### src/hdl/lsu_pkg.sv
`default_nettype none

package lsu_pkg;

    // data memory geometry
    localparam int MEM_WORDS = 256;
    localparam int MEM_IDX_W = 8;

    // wait states before each memory access
    localparam int MEM_LATENCY = 2;
    localparam int LAT_W = 2;

    // supported memory operations
    typedef enum logic [1:0] {
        OP_LW  = 2'd0,
        OP_LBU = 2'd1,
        OP_SW  = 2'd2,
        OP_SB  = 2'd3
    } lsu_op_e;

    // controller phases
    typedef enum logic [1:0] {
        ST_IDLE   = 2'd0,
        ST_WAIT   = 2'd1,
        ST_ACCESS = 2'd2,
        ST_RESP   = 2'd3
    } lsu_state_e;

    // request channel payload, byte address
    // sb only uses wdata byte 0
    typedef struct packed {
        lsu_op_e     op;
        logic [31:0] addr;
        logic [31:0] wdata;
    } lsu_req_t;

    // response payload, zero for stores
    typedef struct packed {
        logic [31:0] rdata;
    } lsu_rsp_t;

    // one sram access, word indexed
    typedef struct packed {
        logic                 en;
        logic                 we;
        logic [MEM_IDX_W-1:0] index;
        logic [31:0]          wdata;
        logic [3:0]           wmask;
    } mem_cmd_t;

endpackage

`default_nettype wire

### src/hdl/lsu_store_align.sv
`timescale 1ns/1ps
`default_nettype none

module lsu_store_align (
    input  wire lsu_pkg::lsu_op_e op,
    input  wire logic [1:0]       offset,
    input  wire logic [31:0]      wdata,
    output logic [31:0]           st_wdata,
    output logic [3:0]            st_wmask
);

    logic [7:0] wbyte;

    // sb stores the low byte only
    assign wbyte = wdata[7:0];

    always_comb begin
        st_wdata = 32'h0;
        st_wmask = 4'b0000;
        case (op)
            lsu_pkg::OP_SW: begin
                // whole word, offset ignored
                st_wdata = wdata;
                st_wmask = 4'b1111;
            end
            lsu_pkg::OP_SB: begin
                // byte moved into its lane, one-hot mask
                case (offset)
                    2'd0: st_wdata = {24'h0, wbyte};
                    2'd1: st_wdata = {16'h0, wbyte, 8'h0};
                    2'd2: st_wdata = {8'h0, wbyte, 16'h0};
                    default: st_wdata = {wbyte, 24'h0};
                endcase
                st_wmask = 4'b0001 << offset;
            end
            default: begin
                // loads write nothing
                st_wdata = 32'h0;
                st_wmask = 4'b0000;
            end
        endcase
    end

endmodule

`default_nettype wire

### config.mk
export PLATFORM = sky130hd
export DESIGN_NAME = lsu_store_align
export DESIGN_NICKNAME = d
export VERILOG_FILES = /design/src/hdl/lsu_pkg.sv /design/src/hdl/lsu_store_align.sv
export SDC_FILE = /design/constraint.sdc
export NUM_CORES = 1
export LEC_CHECK = 0
export BUFFER_PORTS_ARGS = -buffer_cell sky130_fd_sc_hd__buf_2
export CAP_MARGIN = 40
export CORE_ASPECT_RATIO = 0.7
export CORE_UTILIZATION = 36
export DETAILED_ROUTE_END_ITERATION = 10
export PLACE_DENSITY = 0.81
export SYNTH_ARGS = -nofsm -noshare
export SYNTH_HDL_FRONTEND = slang
export SYNTH_SLANG_ARGS = --single-unit
### constraint.sdc
create_clock -name vclk -period 0.8
set_clock_uncertainty 0.05 [all_clocks]
set_input_delay 0 -clock vclk [all_inputs]
set_output_delay 0 -clock vclk [all_outputs]
set_load 0.03 [all_outputs]
==> results_dict.tcl <==
set metrics [dict create \
    outcome "finished with violations" \
    failed_checks "design-rule violations, negative setup slack" \
    period_share 1.063 \
    path_cells "buf_12 > clkbuf_16 > nand2b_1 > a21boi_2 > buf_6" \
    synth_area_um2 787.0 \
    critPathMaxFanout 12 \
    crit_buf_inv 3 \
    netSwitchingFraction 0.4902 \
    startpoint_type "input port" \
    power_density_mw_per_mm2 612.7 \
    fin_crit_ps 850.1 \
    clkPwrFrac 0 \
    p_leak_nw 0.8166 \
    relSlewSlack 0.8946 \
    synth_cells 103 \
    p_int_mw 0.5479 \
    grt_max_degree 37 \
    seq_cell_count 0 \
    avgSynthCellArea_um2 7.641 \
    synth_nets 139 \
    worstMarginPinSlew_ps 157.2 \
    vias 1172 \
    required_ps 750 \
    drt_iter0_markers 65 \
    total_power_mw 1.075 \
    rsz0062_at_grt "yes" \
    synth_warnings 0 \
    nNetsFinal 211 \
    hold_path.class "input port to output pin" \
    overflow 0 \
    ir_worst_vdd_v 0.0004210 \
    wl_per_cell_um 18.72 \
    fmax_mhz 1176 \
    wl_mm 3.650 \
    fill_cells 78 \
    setup_viol 9 \
    die_h_um 41.12 \
    p_comb_frac 1.000 \
    yosysSeqAreaShare 0 \
    finalCoreUtilization 0.8987 \
    rows 13 \
    hpwl_mm 1.821 \
    crit_type "input port to output pin" \
    detail_route.vias_per_cell 6.010 \
    n_clock_buffer 0 \
    diodes 0 \
    slew_viol_final 0 \
    grt_use_total 0.2353 \
    drc 6 \
    seqPwrFrac 0 \
    register_area_um2 0 \
    antenna_found_initial 0 \
    finalHoldViolations 0 \
    syn_to_final_growth_pct 122.9 \
    drtAntennaViolNets 0 \
    first_global_vias 944 \
    first_pass_iters 8 \
    drive_gt1_frac 0.7399 \
    end_kind "output pin" \
    core_region_area_mm2 0.001952 \
    dieArea_mm2 0.002380 \
    dieWidth_um 57.89 \
    hold_slack_ps 293.8 \
    max_cap_violations 0 \
    setup_slack_ps -50.14 \
    crit_path_top_delay_cell "a21boi_2" \
    portBuffers 72 \
    worstPathArrival_ps 800 \
    power.switching_mw 0.5268 \
    max_stage_delay_ps 190 \
    synth_cell_type_count 11 \
    grt_pass1_wl_mm 4.326 \
    start_util 0.4032 \
    cp_top_family "buffers and inverters" \
    ios 72 \
    gp_routability_congestion 0.6651 \
]
final timing paths:
check	from	to	slack, ps	depth (start not counted)
worst min-delay path	wdata[10]	st_wdata[10]	290	4
worst max-delay path	op[0]	st_wdata[15]	-50	5
cell type report:
cell class | count | area (um^2) | share of cell area
Timing Repair Buffer | 84 | 838.3 | 0.4779
Multi-Input combinational cell | 89 | 888.4 | 0.5064
Tap cell | 22 | 27.53 | 0.01569
repair_timing:
item	CTS	global route
buffers inserted	1	0
setup endpoints to repair	36	29
hold buffers	0	0
pin swaps	13	13
cloned	3	3
gates resized for setup	73	32
synthesized netlist by cell type, drive strengths merged:
cell / n / share of area
nand2: 1 / 0.0048
nand4b: 16 / 0.18
and3b: 8 / 0.089
nand4: 8 / 0.064
nand2b: 26 / 0.21
a21boi: 27 / 0.26
o21a: 1 / 0.019
and2b: 1 / 0.0095
buf: 15 / 0.17
metrics by stage:
step	cells	cell area (um^2)	setup TNS, ps	worst slack [ps]
final	195	1754	-163.3	-50.14
after global routing	195	1754	-393.7	-95.69
after CTS	193	1573	-23.47	-15.75
after detailed placement	189	1224	-4409	-210.4
after global placement	189	1224	-3510	-162.8
after floorplan	103	880.8	0	1.996
cell usage in the layout (no fill, tap or decap):
| cell type | n |
|---|---|
| and3b_1 | 8 |
| o21a_4 | 2 |
| buf_4 | 6 |
| nand2b_4 | 17 |
| and2b_1 | 1 |
| nand4_1 | 8 |
| clkbuf_16 | 3 |
| nand2b_1 | 9 |
| buf_2 | 34 |
| nand4b_1 | 16 |
| buf_12 | 8 |
| a21boi_2 | 25 |
| buf_16 | 1 |
| a21boi_1 | 2 |
| buf_6 | 32 |
| nand2_1 | 1 |
cell families (layout without fill, tap and decap cells):
family,after synthesis,after routing,share of synthesized area
simple gates,60,60,0.5517
buf+inv,15,84,0.1717
compound gates,28,29,0.2766
power by group through the flow:
stage | clock network [mW] | registers (mW) | logic, mW
2_1_floorplan | 0 | 0 | 0.521
3_3_place_gp | 0 | 0 | 0.716
3_5_place_dp | 0 | 0 | 0.737
4_1_cts | 0 | 0 | 0.947
5_1_grt | 0 | 0 | 1.12
6_report | 0 | 0 | 1.07
metal layers:
layer | vias up | track usage | wire length (um)
met3 | 8 | 0.006309 | 293
met2 | 87 | 0.4971 | 1834
li1 | 533 | - | -
met5 | - | 0 | 0
met4 | 0 | 0.01190 | 68
met1 | 544 | 0.2875 | 1454
tightest hold or removal path, stage by stage:
cell      delay (ps)
buf_2            110
nand2b_4          60
a21boi_2          40
buf_6            130
Power figures use the tool's default switching activity.
