==> config.mk <==
export PLATFORM = sky130hd
export DESIGN_NAME = lsu_wait_timer
export DESIGN_NICKNAME = d
export VERILOG_FILES = /design/src/hdl/lsu_pkg.sv /design/src/hdl/lsu_wait_timer.sv
export SDC_FILE = /design/constraint.sdc
export NUM_CORES = 1
export LEC_CHECK = 0
export BUFFER_PORTS_ARGS = -buffer_cell sky130_fd_sc_hd__buf_4
export CELL_PAD_IN_SITES_DETAIL_PLACEMENT = 1
export CELL_PAD_IN_SITES_GLOBAL_PLACEMENT = 2
export CORE_AREA = 2 2 39 41
export DETAILED_ROUTE_END_ITERATION = 10
export DIE_AREA = 0 0 41 43
export HOLD_SLACK_MARGIN = 0.15
export PLACE_DENSITY = 0.35
export SLEW_MARGIN = 5
export SYNTH_ARGS = -nofsm -noshare
export SYNTH_HDL_FRONTEND = slang
export SYNTH_SLANG_ARGS = --single-unit
==> constraint.sdc <==
create_clock -name clock -period 1.4 [get_ports clock]
set_input_delay 0.14 -clock clock [delete_from_list [all_inputs] [get_ports clock]]
set_output_delay 0.14 -clock clock [all_outputs]
set_load 0.005 [all_outputs]
==> src/hdl/lsu_pkg.sv <==
`default_nettype none

package lsu_pkg;

    // data memory geometry
    localparam int MEM_WORDS = 256;
    localparam int MEM_IDX_W = 8;

    // wait states before each memory access
    localparam int MEM_LATENCY = 2;
    localparam int LAT_W = 2;

    // supported memory operations
    typedef enum logic [1:0] {
        OP_LW  = 2'd0,
        OP_LBU = 2'd1,
        OP_SW  = 2'd2,
        OP_SB  = 2'd3
    } lsu_op_e;

    // controller phases
    typedef enum logic [1:0] {
        ST_IDLE   = 2'd0,
        ST_WAIT   = 2'd1,
        ST_ACCESS = 2'd2,
        ST_RESP   = 2'd3
    } lsu_state_e;

    // request channel payload, byte address
    // sb only uses wdata byte 0
    typedef struct packed {
        lsu_op_e     op;
        logic [31:0] addr;
        logic [31:0] wdata;
    } lsu_req_t;

    // response payload, zero for stores
    typedef struct packed {
        logic [31:0] rdata;
    } lsu_rsp_t;

    // one sram access, word indexed
    typedef struct packed {
        logic                 en;
        logic                 we;
        logic [MEM_IDX_W-1:0] index;
        logic [31:0]          wdata;
        logic [3:0]           wmask;
    } mem_cmd_t;

endpackage

`default_nettype wire

==> src/hdl/lsu_wait_timer.sv <==
`timescale 1ns/1ps
`default_nettype none

module lsu_wait_timer (
    input  wire logic clock,
    input  wire logic arst_n,
    input  wire logic start,
    output logic      done
);

    logic [lsu_pkg::LAT_W-1:0] count;
    logic                      busy;

    // done only for a loaded counter that has run down
    assign done = busy && (count == '0);

    always_ff @(posedge clock or negedge arst_n) begin
        if (!arst_n) begin
            count <= '0;
            busy  <= 1'b0;
        end else if (start) begin
            count <= lsu_pkg::LAT_W'(lsu_pkg::MEM_LATENCY);
            busy  <= 1'b1;
        end else if (busy) begin
            if (count != '0) begin
                count <= count - 1'b1;
            end else begin
                // back to idle after the done cycle
                busy <= 1'b0;
            end
        end
    end

endmodule

`default_nettype wire

==> summary.txt <==
Global routing
  • Largest net degree at the start of global routing: 6
  • Aggregate global routing overflow: 0
  • Vias in the first global route: 132
  • Total track usage: 0.0593
  • Initial antenna violation count: 0
  • First-pass GRT wire length: 579 um

Outcome
  • Status: completed

Final layout
  • Fillers: around 160
  • Share of cells above drive strength 1: 0.375
  • ANT cells: 0
  • Area of the multi-input gates: ~86 um2
  • Final #Nets: 29
  • FF/Latch Area: between 70 and 80 um2
  • Syn-to-layout area delta: 52.6%

Die
  • Die Wd: 41 um
  • Core area: 1380 um2
  • Initial core utilization: 0.122
  • Die area: about 1800 um2
  • # rows: 14
  • DIE HEIGHT: between 40 and 50 um
  • # IOs: 4

CTS
  • Clock root cell: clkbuf_4
  • # Post-CTS Setup Buffers: 0
  • H-tree lvl count: 1
  • CTS sink count: 3
  • CTS tree: built
  • CTS clk-pin slew, worst paths: approximately 40 ps
  • Later-pin clock latency in the skew report: 230 ps
  • Cts bufs inserted: 3
  • Clk buf depth: 2

Logic synthesis
  • Yosys warnings: 0
  • Post-synth EDFFs: 0
  • Share of the synthesized area in the top cell type: 0.444
  • Synthesized Nets: 19
  • Mapped cell area: 169 um2
  • Cell taking the most area after synthesis: dfrtp_1
  • Gate Count Post-Synth: 15
  • Top_reg_cell synth: dfrtp_1
  • Sequential area share after synthesis: 0.444
  • Top-count cell post-synth: dfrtp_1
  • Async SR Flop Fraction: 1.00
  • #FFs+latches synth: 3
  • Synth area leaders: dfrtp_1 44%, mux2_4 8.9%, nand2b_4 8.1%, and4bb_1 7.4%, ha_1 7.4%
  • Netlist cell types: 11
  • Post-synth top cells: 3 x dfrtp_1, 2 x inv_1, 2 x nor2_1
  • Post-synthesis average cell area: between 10 and 15 um2

Critical path
  • WP data required: about 1300 ps
  • Max incr delay on CP: 360 ps
  • Crit path kind: reg -> out
  • Crit-path max FO: 3
  • Crit-path slowest cell: dfrtp_1
  • Setup crit end kind: output port
  • Startpoint Class: register
  • Worst-path cell chain: inv_1 > ha_1 > and2_2 > buf_4
  • CP arrival: between 1000 and 1500 ps

STA
  • Fin. Hold Viols: 0
  • WHS: about 240 ps
  • Fin worst setup slack: roughly 83 ps
  • RSZ-0062 raised after global routing: false
  • Setup violators final: 0
  • Minimum clock period: around 1300 ps
  • Clock skew: 3.38 ps
  • TNS Setup: 0 ps
  • Fin crit share: 0.941
  • Slew Limit Headroom: 0.906
  • Slew @ Worst Pin: around 140 ps
  • F_max: between 0.7 and 0.8 GHz
  • Max-slew violations: 0

Routing
  • Vias per inst: about 3.3
  • Drt wl/cell: approximately 7.7 um
  • Post-route DRC violation count: 0
  • Antenna Nets Post-Route: 0
  • Vias: 130
  • WL final: around 300 um
  • Starting DRC count in detailed routing: 5
  • First-pass iteration count of the detailed router: 3

Pwr
  • P per Cell Area: roughly 1900 nW/um2
  • Max VDD drop: around 360 uV
  • Lkg Pwr: ~0.12 nW

Place
  • Post-Place Worst Slack: about 210 ps
  • I/O Buffers: 3
  • Routability Congestion: 0.573

Min path
  • Hold Path Class: in -> async

Run
  • Max_cap viols: 0
[layout by cell type (no fill, tap or decap), drive strengths merged, types with 2 or more instances in the layout]
cell and count:
dlygate4sd3 2, dfrtp 3, nor2 2, inv 2, nand2b 2, clkbuf 4, buf 3
[cells by family after synthesis]
| logic type | Yosys count | share of synthesized area |
|---|---|---|
| multiplexers | 1 | 0.0889 |
| AO/OA/AOI/OAI | 1 | 0.0296 |
| adder cells (fa/ha/maj) | 1 | 0.0741 |
| flip-flops | 3 | 0.444 |
| AND/OR/NAND/NOR | 7 | 0.319 |
| buffers and inverters | 2 | 0.0445 |
[critical path: cells and delay by family, from the launching register on]
family,cells,cell delay [ps]
adders and majority gates,1,210
buffers and inverters,2,180
DFF,1,360
and+or+nand+nor,1,190
[power by group]
part	switching (mW)	leakage [nW]	total, mW	internal, mW
Sequential	0.0264	0.0326	0.149	0.122
Combinational	0.0681	0.0756	0.181	0.113
Clock	0.0438	0.0150	0.151	0.107
[what timing repair did]
item                                    4_1_cts  5_1_grt
endpoints found under the setup margin        0        0
resized for setup                             0        0
hold buffers                                  2        0
hold endpoints to repair                      4        0
[through the flow]
step | area, um2 | instances | power, mW | util
after CTS | 258 | 40 | 0.495 | 0.186
after floorplan | 169 | 15 | 0.279 | -
after global routing | 258 | 40 | 0.544 | 0.186
after detailed placement | 211 | 34 | 0.333 | 0.153
final | 258 | 40 | 0.481 | 0.186
after global placement | 211 | 34 | 0.332 | 0.153
[registers in the layout (all words and copies together) (netlist names)]
| signal | cells |
|---|---|
| count | 2 |
| busy | 1 |
[layout make-up]
class / instances / area share
Multi-Input combinational cell: 10 / 0.335
Sequential cell: 3 / 0.291
Timing Repair Buffer: 5 / 0.165
Clock buffer: 4 / 0.102
Tap cell: 16 / 0.0777
Inverter: 2 / 0.0291
[worst paths after layout]
kind / startpoint / end / slack, ps / cells after the start
min in group clock: count[1] / count[1] / 550 / 2
setup / recovery: count[0] / done / 80 / 4
setup reg to reg: count[0] / count[0] / 210 / 4
hold reg to reg: count[1] / count[1] / 550 / 2
max in group asynchronous: arst_n / count[1] / 1070 / 2
hold / removal: arst_n / busy / 240 / 2
[metal layers]
layer  share of wire  vias to the layer above  routed length, um  global-route usage
met3           0.026                        0                  8              0.0471
met1            0.44                       61                134              0.0581
met2            0.53                        3                163              0.0625
met5               0                        -                  0                   0
li1                -                       66                  -                   -
met4               0                        0                  0              0.0800
(Power assumes the default switching activity.)
