<file path="src/hdl/lsu_pkg.sv">
`default_nettype none

package lsu_pkg;

    // data memory geometry
    localparam int MEM_WORDS = 256;
    localparam int MEM_IDX_W = 8;

    // wait states before each memory access
    localparam int MEM_LATENCY = 2;
    localparam int LAT_W = 2;

    // supported memory operations
    typedef enum logic [1:0] {
        OP_LW  = 2'd0,
        OP_LBU = 2'd1,
        OP_SW  = 2'd2,
        OP_SB  = 2'd3
    } lsu_op_e;

    // controller phases
    typedef enum logic [1:0] {
        ST_IDLE   = 2'd0,
        ST_WAIT   = 2'd1,
        ST_ACCESS = 2'd2,
        ST_RESP   = 2'd3
    } lsu_state_e;

    // request channel payload, byte address
    // sb only uses wdata byte 0
    typedef struct packed {
        lsu_op_e     op;
        logic [31:0] addr;
        logic [31:0] wdata;
    } lsu_req_t;

    // response payload, zero for stores
    typedef struct packed {
        logic [31:0] rdata;
    } lsu_rsp_t;

    // one sram access, word indexed
    typedef struct packed {
        logic                 en;
        logic                 we;
        logic [MEM_IDX_W-1:0] index;
        logic [31:0]          wdata;
        logic [3:0]           wmask;
    } mem_cmd_t;

endpackage

`default_nettype wire

</file>
<file path="src/hdl/lsu_ctrl_fsm.sv">
`timescale 1ns/1ps
`default_nettype none

module lsu_ctrl_fsm (
    input  wire logic             clock,
    input  wire logic             arst_n,
    input  wire logic             req_valid,
    input  wire lsu_pkg::lsu_req_t req,
    output logic                  req_ready,
    output logic                  rsp_valid,
    input  wire logic             rsp_ready,
    output logic                  timer_start,
    input  wire logic             timer_done,
    output lsu_pkg::lsu_req_t     held_req,
    input  wire logic [31:0]      st_wdata,
    input  wire logic [3:0]       st_wmask,
    output lsu_pkg::mem_cmd_t     mem_cmd
);

    lsu_pkg::lsu_state_e state;
    lsu_pkg::lsu_state_e state_nxt;
    logic accept;
    logic in_access;
    logic is_store;

    // one request in flight, so only idle takes a new one
    assign req_ready = (state == lsu_pkg::ST_IDLE);
    assign accept    = req_valid && req_ready;

    // timer loads on the same edge that accepts
    assign timer_start = accept;

    assign rsp_valid = (state == lsu_pkg::ST_RESP);
    assign in_access = (state == lsu_pkg::ST_ACCESS);

    // sw and sb write, everything else reads
    assign is_store = (held_req.op == lsu_pkg::OP_SW) || (held_req.op == lsu_pkg::OP_SB);

    // next state
    always_comb begin
        state_nxt = state;
        case (state)
            lsu_pkg::ST_IDLE: begin
                if (accept) begin
                    state_nxt = lsu_pkg::ST_WAIT;
                end
            end
            lsu_pkg::ST_WAIT: begin
                // stay until the wait states run out
                if (timer_done) begin
                    state_nxt = lsu_pkg::ST_ACCESS;
                end
            end
            lsu_pkg::ST_ACCESS: begin
                // single access cycle, sram acts on the leaving edge
                state_nxt = lsu_pkg::ST_RESP;
            end
            lsu_pkg::ST_RESP: begin
                // hold the response under back-pressure
                if (rsp_ready) begin
                    state_nxt = lsu_pkg::ST_IDLE;
                end
            end
            default: begin
                state_nxt = lsu_pkg::ST_IDLE;
            end
        endcase
    end

    always_ff @(posedge clock or negedge arst_n) begin
        if (!arst_n) begin
            state <= lsu_pkg::ST_IDLE;
        end else begin
            state <= state_nxt;
        end
    end

    // request copy kept until the next accept
    always_ff @(posedge clock) begin
        if (accept) begin
            held_req <= req;
        end
    end

    // memory command, live only in the access cycle
    always_comb begin
        mem_cmd.en    = in_access;
        mem_cmd.we    = in_access && is_store;
        // word index, low address bits dropped
        mem_cmd.index = held_req.addr[lsu_pkg::MEM_IDX_W+1:2];
        mem_cmd.wdata = st_wdata;
        // no lanes outside a write
        mem_cmd.wmask = mem_cmd.we ? st_wmask : 4'b0000;
    end

endmodule

`default_nettype wire

</file>
<file path="config.mk">
export PLATFORM = sky130hd
export DESIGN_NAME = lsu_ctrl_fsm
export DESIGN_NICKNAME = d
export VERILOG_FILES = /design/src/hdl/lsu_pkg.sv /design/src/hdl/lsu_ctrl_fsm.sv
export SDC_FILE = /design/constraint.sdc
export NUM_CORES = 1
export LEC_CHECK = 0
export BUFFER_PORTS_ARGS = -buffer_cell sky130_fd_sc_hd__clkbuf_2
export CAP_MARGIN = 5
export CORE_MARGIN = 1
export CORE_UTILIZATION = 34
export CTS_CLUSTER_DIAMETER = 150
export DETAILED_ROUTE_END_ITERATION = 7
export GPL_ROUTABILITY_DRIVEN = 0
export GPL_TIMING_DRIVEN = 0
export PLACE_DENSITY = 0.73
export SLEW_MARGIN = 20
export SYNTH_ARGS = -nofsm -noshare
export SYNTH_HDL_FRONTEND = slang
export SYNTH_SLANG_ARGS = --single-unit
</file>
<file path="constraint.sdc">
create_clock -name clock -period 2.3 [get_ports clock]
set_clock_uncertainty 0.2 [all_clocks]
set_input_delay 0.115 -clock clock [delete_from_list [all_inputs] [get_ports clock]]
set_output_delay 0.115 -clock clock [all_outputs]
set_load 0.05 [all_outputs]
</file>
==> impl_metrics.env <==
export IMPL_status="complete, no violations"
export IMPL_drv_cap=0
export IMPL_final_cell_mix="189 x clkbuf_2, 70 x dlygate4sd3_1, 66 x edfxtp_1"
export IMPL_synth_top_area_share_pct=79.84
export IMPL_cellPowerDensity_nw_per_um2=1013
export IMPL_drt_iter0_markers=37
export IMPL_via_per_inst=4.158
export IMPL_synth_area_um2=2482
export IMPL_die_area_um2=7647
export IMPL_end_kind="output port"
export IMPL_postCtsSetupRepairBufs=0
export IMPL_cts_root_buffer="clkbuf_8"
export IMPL_setup_tns_ns=0
export IMPL_dp_hpwl_um=4084
export IMPL_first_pass_iters=5
export IMPL_grt_usage_pct=18.37
export IMPL_start_kind="register"
export IMPL_die_w_um=87.45
export IMPL_timing_hold_ws_ns=0.09238
export IMPL_worst_pin_slew_ns=0.8085
export IMPL_core_area_um2=6907
export IMPL_pre_cts_slack_ns=0.1304
export IMPL_fin_crit_ns=2.097
export IMPL_synthTopCellsByArea="edfxtp_1 80%, buf_4 12%, dfrtp_1 2.0%, ha_1 2.0%, and3_1 1.0%"
export IMPL_setup_violations=0
export IMPL_ys_seq_elements=68
export IMPL_cp_max_fo=17
export IMPL_instances_no_fill=501
export IMPL_syn_nets=239
export IMPL_crit_type="register to output port"
export IMPL_ant_nets=0
export IMPL_rsz0062_at_grt="false"
export IMPL_synthesis_instances=128
export IMPL_hold_viol_final=0
export IMPL_synth_seq_area_share_pct=81.85
export IMPL_drcViolationCount=0
export IMPL_top_level_ports=222
export IMPL_hp_class="input port to register"
export IMPL_layout_commonest_cell="clkbuf_2"
export IMPL_finalWirelength_um=7277
export IMPL_required_ns=1.99
export IMPL_rows=30
export IMPL_postLayoutSetupSlackWorst_ns=0.2030
export IMPL_clk_pin_slew_ns=0.08
export IMPL_syn_avg_cell_area_um2=19.39
export IMPL_maxSlewViolCount=0
export IMPL_start_util_pct=35.94
export IMPL_grt_max_degree=35
export IMPL_grt_ovfl_total=0
export IMPL_antenna_found_initial=0
export IMPL_nNetsFinal=511
export IMPL_cp_arrival_ns=1.78
export IMPL_ir_drop_mv=0.6640
export IMPL_io_buffers=189
export IMPL_h_tree_depth=3
export IMPL_diodes=0
export IMPL_syn_to_final_growth_pct=80.14
export IMPL_cts_sinks=68
export IMPL_wire_per_inst_um=14.52
export IMPL_cts_made_buffers=9
export IMPL_grt_pass1_wl_um=9936
export IMPL_insertion_delay_ns=0.34
export IMPL_layout_drive_gt1_share_pct=61.73
export IMPL_ys_warn_count=0
export IMPL_dieHeight_um=87.45
export IMPL_grt_pass1_vias=2067
export IMPL_yosysTopAreaCell="edfxtp_1"
export IMPL_placed_cells=413
export IMPL_num_vias=2083
export IMPL_clockBufferDepth=2
export IMPL_fin_crit_sh_pct=91.17
export IMPL_synthDistinctLibCells=12
export IMPL_max_freq_mhz=476.9
export IMPL_slew_headroom_pct=46.10
export IMPL_p_leak_nw=2.120
export IMPL_cts_tree="built"
==> cell type report <==
class | instances | area [µm²]
flip-flops and latches | 68 | 2032
inverters | 5 | 18.77
fillers | 521 | 2435
repair buffers | 259 | 1647
clock inverters | 7 | 80.08
clock buffers | 9 | 123.9
multi-input cells | 16 | 142.6
well taps | 96 | 120.1
plain buffers | 41 | 307.8
==> per-stage QoR <==
step	util, %	instance area [µm²]	power [W]
after floorplan	-	2486	0.003038
after global placement	51.43	3552	0.003377
after detailed placement	51.43	3552	0.003409
after CTS	64.64	4464	0.004531
after global routing	64.75	4472	0.004710
final	64.75	4472	0.004532
==> final timing paths <==
path	cells past startpoint	to	slack, ns	startpoint
setup / recovery	4	timer_start	0.20	state[0]
hold / removal	4	state[0]	0.09	req_valid
setup reg to reg	3	held_req[39]	0.25	state[0]
hold reg to reg	1	state[1]	0.36	state[1]
max in group asynchronous	3	state[0]	1.34	arst_n
min in group asynchronous	3	state[1]	0.44	arst_n
==> power by group <==
part,total [W],internal (W),switching [W]
clock network,0.00101,0.000518,0.000497
registers,0.00172,0.00164,0.0000781
logic,0.00180,0.000444,0.00136
total,0.00453,0.00260,0.00193
==> what timing repair did <==
action / in CTS / in global routing
pin swaps: 1 / 1
endpoints found under the hold margin: 69 / 0
endpoints found under the setup margin: 1 / 1
gates cloned: 1 / 1
hold buffers: 70 / 0
resized for setup: 0 / 0
==> synth_stat cells, drive strengths merged <==
| cell type | number |
|---|---|
| inv | 5 |
| and2 | 2 |
| ha | 4 |
| and3 | 4 |
| buf | 41 |
| a222oi | 1 |
| mux2 | 1 |
| mux2i | 1 |
| nor2 | 1 |
| dfrtp | 2 |
| edfxtp | 66 |
==> critical path, stage by stage, from the launching register on <==
cell	delay, ns
dfrtp_1	0.41
inv_1	0.11
ha_2	0.26
and2_4	0.33
clkbuf_2	0.33
==> cell families (layout without fill, tap and decap cells) <==
group | after synthesis | in the layout | synth area share (%)
simple gates | 7 | 9 | 1.714
compound gates | 1 | 1 | 0.4032
mux | 2 | 2 | 0.8568
buf+inv | 46 | 321 | 13.16
flops | 68 | 68 | 81.85
fa+ha+maj | 4 | 4 | 2.016
==> layer usage <==
metal	share of wire, %	global-route usage, %	vias to the layer above
met5	0	0	-
met4	3.7	12.22	0
met2	51	32.24	145
li1	-	-	965
met1	36	18.44	950
met3	9.4	6.161	23
==> registers in the layout (all words and copies together) (netlist names) <==
register / cells
held_req: 66
state: 2
Note: power is estimated with default switching activity, not from simulation.
