==> src/hdl/lsu_pkg.sv <==
`default_nettype none

package lsu_pkg;

    // data memory geometry
    localparam int MEM_WORDS = 256;
    localparam int MEM_IDX_W = 8;

    // wait states before each memory access
    localparam int MEM_LATENCY = 2;
    localparam int LAT_W = 2;

    // supported memory operations
    typedef enum logic [1:0] {
        OP_LW  = 2'd0,
        OP_LBU = 2'd1,
        OP_SW  = 2'd2,
        OP_SB  = 2'd3
    } lsu_op_e;

    // controller phases
    typedef enum logic [1:0] {
        ST_IDLE   = 2'd0,
        ST_WAIT   = 2'd1,
        ST_ACCESS = 2'd2,
        ST_RESP   = 2'd3
    } lsu_state_e;

    // request channel payload, byte address
    // sb only uses wdata byte 0
    typedef struct packed {
        lsu_op_e     op;
        logic [31:0] addr;
        logic [31:0] wdata;
    } lsu_req_t;

    // response payload, zero for stores
    typedef struct packed {
        logic [31:0] rdata;
    } lsu_rsp_t;

    // one sram access, word indexed
    typedef struct packed {
        logic                 en;
        logic                 we;
        logic [MEM_IDX_W-1:0] index;
        logic [31:0]          wdata;
        logic [3:0]           wmask;
    } mem_cmd_t;

endpackage

`default_nettype wire

==> src/hdl/lsu_load_align.sv <==
`timescale 1ns/1ps
`default_nettype none

module lsu_load_align (
    input  wire lsu_pkg::lsu_op_e op,
    input  wire logic [1:0]       offset,
    input  wire logic [31:0]      mem_word,
    output logic [31:0]           rdata
);

    logic [7:0] lane;

    // byte picked by the address offset
    always_comb begin
        case (offset)
            2'd0: lane = mem_word[7:0];
            2'd1: lane = mem_word[15:8];
            2'd2: lane = mem_word[23:16];
            default: lane = mem_word[31:24];
        endcase
    end

    always_comb begin
        case (op)
            lsu_pkg::OP_LW: rdata = mem_word;
            // zero extended, no sign
            lsu_pkg::OP_LBU: rdata = {24'h0, lane};
            // stores answer with zero
            default: rdata = 32'h0;
        endcase
    end

endmodule

`default_nettype wire

==> config.mk <==
export PLATFORM = sky130hd
export DESIGN_NAME = lsu_load_align
export DESIGN_NICKNAME = d
export VERILOG_FILES = /design/src/hdl/lsu_pkg.sv /design/src/hdl/lsu_load_align.sv
export SDC_FILE = /design/constraint.sdc
export NUM_CORES = 1
export LEC_CHECK = 0
export ABC_AREA = 1
export ABC_CLOCK_PERIOD_IN_PS = 800
export BUFFER_PORTS_ARGS = -buffer_cell sky130_fd_sc_hd__buf_4
export CAP_MARGIN = 20
export CORE_MARGIN = 3
export CORE_UTILIZATION = 34
export DETAILED_ROUTE_END_ITERATION = 10
export PLACE_DENSITY_LB_ADDON = 0.3
export SYNTH_ARGS = -nofsm -noshare
export SYNTH_HDL_FRONTEND = slang
export SYNTH_SLANG_ARGS = --single-unit
==> constraint.sdc <==
create_clock -name vclk -period 0.8
set_input_delay 0 -clock vclk [all_inputs]
set_output_delay 0 -clock vclk [all_outputs]
set_load 0.01 [all_outputs]
==> impl_metrics.yaml, run 1 <==
timing:
  fmax_mhz: 1260
  hold_violations: 0
  post-route-period-util_pct: 99.21
  post-route-min-period_ps: 793.7
  worst_slew_pin_slew_ps: 365.8
  finalMaxSlewViolations: 0
  finalSetupViolations: 0
  max-slew-margin-rel_pct: 75.58
  timing.hold.ws_ps: 292.9
drt:
  vias: 1002
  wire_per_inst_um: 11.16
  ant_nets: 0
  drt_iter0_drc: 16
  dr.pass1.iters: 4
  vias_per_cell: 4.841
  wl_mm: 2.310
  drc_errors: 0
grt:
  grt_antenna_before_repair: 0
  grtUsageMet3_pct: 3.162
  grt_max_degree: 25
  grt_overflow: 0
  grt_pass1_wl_mm: 3.249
  met2_usage_pct: 35.99
  top_usage_layer: "met2"
  grtUsageMet1_pct: 23.45
  grt.total_usage_pct: 19.40
  grt_pass1_vias: 823
synthesis:
  synthTopCellsByArea: "nand2_1 (24%), inv_1 (19%), nor2_1 (17%)"
  ys_warn_count: 0
  synth_top_area_share_pct: 23.50
  yosys.area.top_type: "nand2_1"
  synth_nets: 161
  synth.most_common_cell: "nand2_1"
  synthDistinctLibCells: 11
  syn_area_um2: 543.0
  avgSynthCellArea_um2: 4.344
  synth_common_cells: "nand2_1 (34), inv_1 (27), nor2_1 (24)"
  synth_cells: 125
  seq_area_frac_synth_pct: 0
floorplanning:
  io_pins: 68
  die_h_um: 45.97
  die_w_um: 45.97
  start_util_pct: 38.82
  num_rows: 13
  coreArea_um2: 1399
  die_area_um2: 2113
power:
  leakage_nw: 0.7236
  p_per_area_nw_per_um2: 518.2
  power_mw: 0.5764
  ir_drop_v: 0.0003176
placed_design:
  dpl-instance-area_um2: 1041
  hpwlAfterDp_mm: 1.809
  io_buffers: 68
  place.gp.congestion: 0.8694
setup_path:
  cp.required_ps: 800
  worstPathArrival_ps: 790
  path_class: "input pin to primary output"
  cp-start-kind: "input pin"
  worstPathMaxFanout: 16
  cp-end-kind: "primary output"
cells_and_area:
  drive_gt1_share_pct: 41.15
  seq_cells: 0
  diodes: 0
  syn_to_final_growth_pct: 104.8
  post-route-cell-area_um2: 1112
  fin_util_pct: 79.52
  seq_area_um2: 0
  nClkBuffers: 0
  nets: 230
hold_path:
  min_path_type: "input pin to primary output"
status:
  status: "complete, no violations"
flow_run:
  maxCapViolations: 0
clock_tree:
  holdBufCountCts: 0
==> final timing paths <==
| check | start | endpoint | slack, ps | depth (start not counted) |
|---|---|---|---|---|
| hold / removal | mem_word[6] | rdata[6] | 290 | 4 |
| setup / recovery | offset[1] | rdata[3] | 6 | 6 |
==> repair_timing <==
action                                  in CTS  in global routing
resized for setup                            1                 10
endpoints found under the setup margin       8                  8
gates cloned                                 0                  1
pin swaps                                    0                  7
buffers inserted                             0                  1
==> routing by layer <==
metal  vias to the layer above  part of all wire (%)
met5                         -                     0
li1                        513                     -
met3                         3                    11
met2                        56                    49
met4                         0                  0.91
met1                       430                    38
==> kinds of logic after synthesis <==
logic type / after synthesis / synth area share (%)
AOI/OAI and AO/OA: 16 / 14.75
buffers and inverters: 33 / 27.19
and+or+nand+nor: 76 / 58.07
==> report_power, final <==
part	leakage [nW]	internal, mW	total (mW)	switching [mW]
registers	0	0	0	0
logic	0.724	0.304	0.576	0.273
clock network	0	0	0	0
total	0.724	0.304	0.576	0.273
==> critical path: stages <==
cell	delay [ps]
buf_6	130
o21ai_0	250
nand3_1	140
nand2_1	80
nand2_1	50
buf_4	140
==> cells in the final DEF (no fill, tap or decap), drive strengths merged <==
cell	instances
inv	29
buf	70
a21oi	8
nand3	16
clkbuf	1
nor2	26
nand2	34
o21ai	8
==> per-stage QoR <==
stage	setup WS, ps	TNS, ps	cells
global placement	1.437	0	205
detailed placement	-36.32	-225.4	205
finish	6.335	0	207
CTS	55.89	0	205
floorplan	249.0	0	125
global route	-36.62	-36.62	207
==> area by class of cell <==
cell class / count / area (um^2)
timing repair buffer: 71 / 574.3
multi-input combinational: 92 / 410.4
fill: 114 / 286.5
inverter: 29 / 108.9
tap: 15 / 18.77
No activity file was read; power rests on OpenSTA's default activity.
==> inputs of run 2 (changes only) <==
- ABC_CLOCK_PERIOD_IN_PS: 800 -> 940
- CORE_UTILIZATION: 34 -> 37
- clock period: 0.8 -> 0.94 ns (I/O delays scaled with it)
==> run 2 against run 1 <==
Effect of this change:
- routed wire length fell by 14%
- sequential share of layout area did not move
- first-iteration DRC count rose by 19%
- non-clock buffer count fell by 2
- sequential cell count did not move
- final area fell by 6.0%
- utilization fell by 1.1 points
- via count fell by 5.3%
- combinational power fell by 22%
- critical path type unchanged
- critical endpoint unchanged
- highest routed layer is now met3
==> impl_metrics.yaml, run 2 (same netlist as run 1, synthesis figures left out) <==
status:
  status: "complete, no violations"
timing:
  hold_violations: 0
  rsz0062_at_grt: "no"
  worst_slew_pin_slew_ps: 365.0
  finalMaxSlewViolations: 0
  finalSetupViolations: 0
  max-slew-margin-rel_pct: 75.63
  timing.hold.ws_ps: 290.2
  post-route-min-period_ps: 766.3
  finalSetupTns_ps: 0
  post-route-period-util_pct: 81.52
  fmax_mhz: 1305
floorplanning:
  start_util_pct: 40.71
  die_w_um: 44.31
  num_rows: 13
  io_pins: 68
  die_h_um: 44.31
  die_area_um2: 1963
  coreArea_um2: 1334
drt:
  vias_per_cell: 4.629
  wire_per_inst_um: 9.712
  drc_errors: 0
  vias: 949
  ant_nets: 0
  wl_mm: 1.991
  drt_iter0_drc: 19
  dr.pass1.iters: 4
cells_and_area:
  seq_area_um2: 0
  syn_to_final_growth_pct: 92.63
  diodes: 0
  seq_cells: 0
  nets: 228
  drive_gt1_share_pct: 38.42
  nClkBuffers: 0
  mostFrequentLayoutCells: "buf_4 (69), nand2_1 (34), inv_1 (27)"
  layout_commonest_cell: "buf_4"
setup_path:
  worstPathMaxFanout: 8
  cp-start-kind: "input pin"
  path_class: "input pin to primary output"
  cp-end-kind: "primary output"
  endpoint: "rdata[3]"
  worstPathArrival_ps: 770
  startpoint: "op[1]"
  cp.required_ps: 940
hold_path:
  min_path_type: "input pin to primary output"
  worstHoldPathCells: 4
grt:
  grt.total_usage_pct: 18.66
  grt_overflow: 0
  grt_pass1_vias: 778
  grt_antenna_before_repair: 0
  grt_max_degree: 25
  grt_pass1_wl_mm: 2.994
power:
  leakage_nw: 0.6977
  p_per_area_nw_per_um2: 429.3
  seqPwrFrac_pct: 0
  p_sw_mw: 0.2160
  power.internal_mw: 0.2331
  clockPowerShare_pct: 0
  switching_share_pct: 48.10
  ir_drop_v: 0.0002454
  power_frac_comb_pct: 100.0
  power_mw: 0.4491
placed_design:
  io_buffers: 68
  place.gp.congestion: 0.8038
  hpwlAfterDp_mm: 1.692
flow_run:
  maxCapViolations: 0
clock_tree:
  holdBufCountCts: 0
run 2: changes by cell type in the layout (fill, tap and decap cells not counted), sizes merged:
cell,delta
buf,-1
clkbuf,-1
run 2: area by class of cell:
| type | count | area [um^2] |
|---|---|---|
| fillers | 107 | 287.8 |
| inverters | 29 | 108.9 |
| repair buffers | 69 | 518.0 |
| multi-input cells | 92 | 400.4 |
| well taps | 15 | 18.77 |
run 2: worst min path at each step:
stage | endpoint | startpoint | slack, ps
floorplan | rdata[10] | mem_word[10] | 90
global placement | rdata[0] | mem_word[0] | 290
detailed placement | rdata[2] | mem_word[2] | 290
CTS | rdata[3] | mem_word[3] | 290
global route | rdata[3] | mem_word[3] | 310
finish | rdata[2] | mem_word[2] | 290
run 2: layer usage:
layer  wire length, um  track usage [%]  up-vias  part of all wire [%]
met5                 0                0        -                     0
met4                 0            3.012        0                     0
met2               945            36.05       46                    47
li1                  -                -      506                     -
met3               253            3.252        0                    13
met1               792            21.20      397                    40
run 2: timing repair:
item                       CTS  global route
gates resized for setup      0             1
setup endpoints to repair    0             6
setup buffers                0             0
run 2: power groups by stage:
| stage | registers [mW] | clock network (mW) | logic (mW) |
|---|---|---|---|
| finish | 0 | 0 | 0.449 |
| global route | 0 | 0 | 0.496 |
| CTS | 0 | 0 | 0.449 |
| detailed placement | 0 | 0 | 0.447 |
| global placement | 0 | 0 | 0.439 |
| floorplan | 0 | 0 | 0.200 |
run 2: critical path: stages:
cell and delay, ps:
buf_4 130, inv_1 50, nand2_1 160, a21oi_1 200
nand2_1 70, nand2_1 50, buf_4 110
run 2: stage by stage:
stage / instance area (um^2) / util, % / worst slack [ps] / instances
3_3_place_gp: 1041 / 78.05 / 129.9 / 205
6_report: 1046 / 78.42 / 173.7 / 205
4_1_cts: 1041 / 78.05 / 104.5 / 205
5_1_grt: 1046 / 78.42 / 71.21 / 205
3_5_place_dp: 1041 / 78.05 / 105.5 / 205
2_1_floorplan: 543.0 / - / 389.0 / 125
